### src/design/cachePkg.sv
`default_nettype none

package cachePkg;

  // cache geometry
  localparam int NumSets      = 64;
  localparam int BeatsPerLine = 4;

  // byte address and payload widths
  typedef logic [31:0]  addr_t;
  typedef logic [63:0]  data_t;
  typedef logic [255:0] line_t;

  // address fields, tag 31:11, index 10:5, offset 4:0
  typedef logic [20:0]  tag_t;
  typedef logic [5:0]   index_t;
  typedef logic [4:0]   offset_t;

  // controller FSM
  typedef enum logic [1:0] {
    Idle,
    Compare,
    Refill,
    Replay
  } ctrlState_t;

endpackage

`default_nettype wire

### src/design/cacheCtrl.sv
`timescale 1ns/1ns
`default_nettype none

module cacheCtrl (
  input  wire                     clk,
  input  wire                     rst_n,

  // pipeline side
  input  wire                     valid_i,
  input  wire cachePkg::addr_t    addr_i,
  output logic                    addrOk_o,
  output logic                    dataOk_o,
  output cachePkg::data_t         rdData_o,

  // way read results
  input  wire                     hit0_i,
  input  wire                     hit1_i,
  input  wire cachePkg::line_t    line0_i,
  input  wire cachePkg::line_t    line1_i,

  // way read control, shared by both ways
  output logic                    rdEn_o,
  output cachePkg::index_t        rdIndex_o,
  output cachePkg::tag_t          cmpTag_o,

  // way fill control
  output logic                    fill0_o,
  output logic                    fill1_o,
  output cachePkg::index_t        fillIndex_o,
  output cachePkg::tag_t          fillTag_o,
  output cachePkg::line_t         fillLine_o,

  // memory read port
  output logic                    memRdReq_o,
  output cachePkg::addr_t         memAddr_o,
  input  wire                     memRdValid_i,
  input  wire                     memRdLast_i,
  input  wire cachePkg::data_t    memRdData_i
);

  cachePkg::ctrlState_t state;
  cachePkg::ctrlState_t nextState;

  // latched request and its fields
  cachePkg::addr_t   reqAddr;
  cachePkg::tag_t    reqTag;
  cachePkg::index_t  reqIndex;
  cachePkg::offset_t reqOffset;

  logic accept;
  logic anyHit;
  logic beatTaken;
  logic lastBeat;
  logic victim;

  // one bit per set, names the way to replace next
  logic [cachePkg::NumSets-1:0] lruBits;

  // refill beat assembly
  logic [$clog2(cachePkg::BeatsPerLine)-1:0] beatCnt;
  cachePkg::data_t beatBuf [cachePkg::BeatsPerLine];

  cachePkg::line_t hitLine;

  assign reqTag    = reqAddr[31:11];
  assign reqIndex  = reqAddr[10:5];
  assign reqOffset = reqAddr[4:0];

  // hit is only meaningful in the compare cycle
  assign anyHit   = (state == cachePkg::Compare) && (hit0_i || hit1_i);
  assign addrOk_o = (state == cachePkg::Idle) || anyHit;
  assign accept   = valid_i && addrOk_o;
  assign dataOk_o = anyHit;

  // new request reads the arrays, replay re-reads the held one
  assign rdEn_o    = accept || (state == cachePkg::Replay);
  assign rdIndex_o = (state == cachePkg::Replay) ? reqIndex : addr_i[10:5];
  assign cmpTag_o  = reqTag;

  assign memRdReq_o = (state == cachePkg::Refill);
  assign memAddr_o  = {reqAddr[31:5], 5'b0};

  assign beatTaken = memRdReq_o && memRdValid_i;
  assign lastBeat  = beatTaken && memRdLast_i;

  assign victim      = lruBits[reqIndex];
  assign fill0_o     = lastBeat && !victim;
  assign fill1_o     = lastBeat && victim;
  assign fillIndex_o = reqIndex;
  assign fillTag_o   = reqTag;

  always_ff @(posedge clk or negedge rst_n) begin
    if (!rst_n) begin
      state <= cachePkg::Idle;
    end else begin
      state <= nextState;
    end
  end

  always_comb begin
    nextState = state;
    case (state)
      cachePkg::Idle: begin
        if (valid_i) begin
          nextState = cachePkg::Compare;
        end
      end
      cachePkg::Compare: begin
        if (!anyHit) begin
          nextState = cachePkg::Refill;
        end else if (!valid_i) begin
          nextState = cachePkg::Idle;
        end
      end
      cachePkg::Refill: begin
        if (lastBeat) begin
          nextState = cachePkg::Replay;
        end
      end
      cachePkg::Replay: begin
        nextState = cachePkg::Compare;
      end
      default: begin
        nextState = cachePkg::Idle;
      end
    endcase
  end

  // address is held from acceptance through refill and replay
  always_ff @(posedge clk) begin
    if (accept) begin
      reqAddr <= addr_i;
    end
  end

  // after a hit or a fill the set points at the other way
  always_ff @(posedge clk or negedge rst_n) begin
    if (!rst_n) begin
      lruBits <= '0;
    end else if (anyHit) begin
      lruBits[reqIndex] <= ~hit1_i;
    end else if (lastBeat) begin
      lruBits[reqIndex] <= ~victim;
    end
  end

  // beats arrive in ascending word order
  always_ff @(posedge clk or negedge rst_n) begin
    if (!rst_n) begin
      beatCnt <= '0;
    end else if (lastBeat) begin
      beatCnt <= '0;
    end else if (beatTaken) begin
      beatCnt <= beatCnt + 1'b1;
    end
  end

  always_ff @(posedge clk) begin
    if (beatTaken) begin
      beatBuf[beatCnt] <= memRdData_i;
    end
  end

  // the last beat goes straight into the fill line
  always_comb begin
    for (int b = 0; b < cachePkg::BeatsPerLine; b++) begin
      if (int'(beatCnt) == b) begin
        fillLine_o[b*64 +: 64] = memRdData_i;
      end else begin
        fillLine_o[b*64 +: 64] = beatBuf[b];
      end
    end
  end

  // word select from the hitting way
  assign hitLine = hit1_i ? line1_i : line0_i;

  always_comb begin
    case (reqOffset[4:3])
      2'd0:    rdData_o = hitLine[63:0];
      2'd1:    rdData_o = hitLine[127:64];
      2'd2:    rdData_o = hitLine[191:128];
      default: rdData_o = hitLine[255:192];
    endcase
  end

endmodule

`default_nettype wire

### config.mk
export PLATFORM = sky130hd
export DESIGN_NAME = cacheCtrl
export DESIGN_NICKNAME = d
export VERILOG_FILES = /design/src/design/cachePkg.sv /design/src/design/cacheCtrl.sv
export SDC_FILE = /design/constraint.sdc
export NUM_CORES = 1
export LEC_CHECK = 0
export BUFFER_PORTS_ARGS = -buffer_cell sky130_fd_sc_hd__buf_2
export CORE_AREA = 2 2 398 400
export CTS_CLUSTER_DIAMETER = 200
export DETAILED_ROUTE_END_ITERATION = 7
export DIE_AREA = 0 0 400 402
export REMOVE_ABC_BUFFERS = 1
export SYNTH_ARGS = -nofsm -noshare
export SYNTH_HDL_FRONTEND = slang
export SYNTH_SLANG_ARGS = --single-unit
### constraint.sdc
create_clock -name clk -period 4.1 [get_ports clk]
set_clock_uncertainty 0.2 [all_clocks]
set_input_delay 1.23 -clock clk [delete_from_list [all_inputs] [get_ports clk]]
set_output_delay 1.23 -clock clk [all_outputs]
set_load 0.02 [all_outputs]
==> reports/metrics.csv <==
metric,value,unit
setup_ws,-0.214,ns
ir_drop,0.353,mV
holdWs,0.303,ns
maxCapViolations,0,
fin_crit,4.31,ns
tightest_slew,0.666,ns
first_pass_iters,5,
hold_path_startpoint,lruBits[19],
synth.avg_cell_area,15.6,um^2
hold_violations,0,
start_kind,flop,
grt_antenna_before_repair,96,
cts_htree_levels,2,
clk_pin_slew,0.06,ns
drt_iter0_drc,1098,
clockPowerShare,23.2,%
yosysSeqAreaShare,52.0,%
final_common_cell,buf_2,
synth_top_area_share,43.3,%
violations,setup timing,
vias_per_cell,3.79,
cts_hold_buf,0,
p_sw_share,40.1,%
power_switching,6.18,mW
postRouteAntennaNets,0,
first_global_vias,15958,
maxSlewViolCount,0,
synth_area_leaders,"edfxtp_1, mux2_2, mux4_2",
ys.flop_type,edfxtp_1,
power.density,525,nW/um^2
status,finished with violations,
cts_buffer_depth,3,
drc,0,
start_util,12.6,%
fin_setup_tns,-0.405,ns
relSlewSlack,55.2,%
fp.dieH,402,um
grt_start_max_net_pins,75,
grt_overflow_total,0,
r2r_end,lruBits[19],
cts_buffers,41,
fin_nets,2903,
num_vias,16767,
setup_viol,2,
p_seq_share,30.4,%
worstReg2RegStart,reqAddr[7],
holdPathStages,1,
drive_above_1_share,73.5,%
core,157000,um^2
fmax,232,MHz
synth_area,19700,um^2
grt_use_total,14.8,%
clock_latency,0.60,ns
final_cell_mix,"buf_2, mux2_2, edfxtp_1, mux4_2, buf_4",
dp_hpwl,106000,um
cp.required,2.67,ns
tritoncts,yes,
setup.worst_path.start,reqAddr[5],
port_buffers,1018,
hold_path_class,flop to flop,
wl_per_cell,28.5,um
cts_root_buffer,clkbuf_16,
synthArstFlopShare,19.3,%
post-synth-top-area-cell,edfxtp_1,
hold_path_end,lruBits[19],
synth-edff-count,285,
min_period_over_period,105,%
dieArea,161000,um^2
wl,126000,um
cp_max_fo,4,
fp.dieW,400,um
grt_pass1_wl,157000,um
r2r.worst_path.cells,8,
ios,1027,
p_comb_share,46.4,%
rrSetupSlack,1.21,ns
syn_to_final_growth,48.7,%
ys_ff_latch,353,
crit_type,flop to primary output,
internal-power,9.23,mW
final_util,18.7,%
setup.worst_path.end_class,primary output,
p_leak,11.7,nW
crit_arrival,2.88,ns
yosysWarnings,0,
rows,146,
gp_congestion,0.949,
synth.distinct_cells,51,
syn_inst,1267,
rsz0062_at_grt,true,
clock_sinks,353,
[worst max-delay path by stage]
stage             endpoint  slack (ns)  cells after the start
3_3_place_gp       fill0_o        -0.1                      8
5_1_grt            fill1_o       -0.34                      8
3_5_place_dp       fill0_o       -0.13                      8
2_1_floorplan  rdData_o[0]       -3.33                      2
4_1_cts            fill0_o       -0.34                      8
6_report           fill1_o       -0.21                      8
[per-layer routing]
metal	up-vias	GRT usage (%)	part of all wire [%]
met2	1068	27.3	52
met3	343	6.14	10
met5	-	0	0.44
met1	8214	13.0	29
met4	90	9.78	7.9
li1	7052	-	-
[metrics by stage]
step	cells	setup slack [ns]	instance area (um^2)	total power [mW]
after detailed placement	4275	-0.126	27400	11.7
after global routing	4414	-0.342	29400	16.1
after floorplan	1098	-3.33	18800	8.52
final	4419	-0.214	29400	15.4
after global placement	4275	-0.0986	27400	11.6
after CTS	4375	-0.340	29100	15.6
[cell families after synthesis]
| kind of cell | synth area share, % |
|---|---|
| muxes | 35.1 |
| DFF | 52.0 |
| buffers and inverters | 5.27 |
| AOI/OAI and AO/OA | 4.46 |
| and+or+nand+nor | 2.57 |
| adders and majority gates | 0.570 |
| other | 0.0190 |
[cell type report]
| cell class | instances | area [um^2] |
|---|---|---|
| fillers | 17297 | 128000 |
| flip-flops and latches | 353 | 10300 |
| multi-input cells | 737 | 8630 |
| repair buffers | 1138 | 6480 |
| well taps | 2072 | 2590 |
| clock buffers | 56 | 1080 |
| clock inverters | 18 | 196 |
| diodes | 37 | 92.6 |
| inverters | 8 | 30.0 |
[Yosys cell counts, drive strengths merged (3+ instances only)]
cell type,number
nor3,8
mux2i,9
and3,8
mux2,350
inv,8
and2,5
a22oi,8
clkbuf,64
nand2b,6
nand2,31
ha,9
a31oi,45
nand3,6
nor2b,3
buf,109
nor3b,4
o21ai,6
nor2,21
a221oi,5
a22o,6
a21oi,51
dfrtp,68
edfxtp,285
mux4,129
[critical path: stages (launching register included)]
cell and delay [ns]:
edfxtp_1 0.46, buf_6 0.13, mux4_2 0.49, o211a_1 0.28
nor4_4 0.31, nand2_2 0.13, buf_6 0.14, o21ba_4 0.22
buf_6 0.13
[state kept, by name (all words and copies together), names as in the netlist]
register	cells
beatBuf	256
beatCnt	2
lruBits	64
reqAddr	29
state	2
[power by group through the flow]
stage	registers [mW]	clock network [mW]	logic (mW)
floorplan	5.06	0	3.46
global placement	4.76	0	6.86
detailed placement	4.78	0	6.89
CTS	4.68	3.69	7.21
global route	4.73	3.84	7.54
finish	4.69	3.57	7.15
[timing repair]
| item | CTS | global route |
|---|---|---|
| endpoints found under the setup margin | 106 | 16 |
| buffers inserted | 24 | 6 |
| cloned | 2 | 2 |
| gates resized for setup | 36 | 18 |
| pin swaps | 4 | 8 |
(Power assumes the default switching activity.)
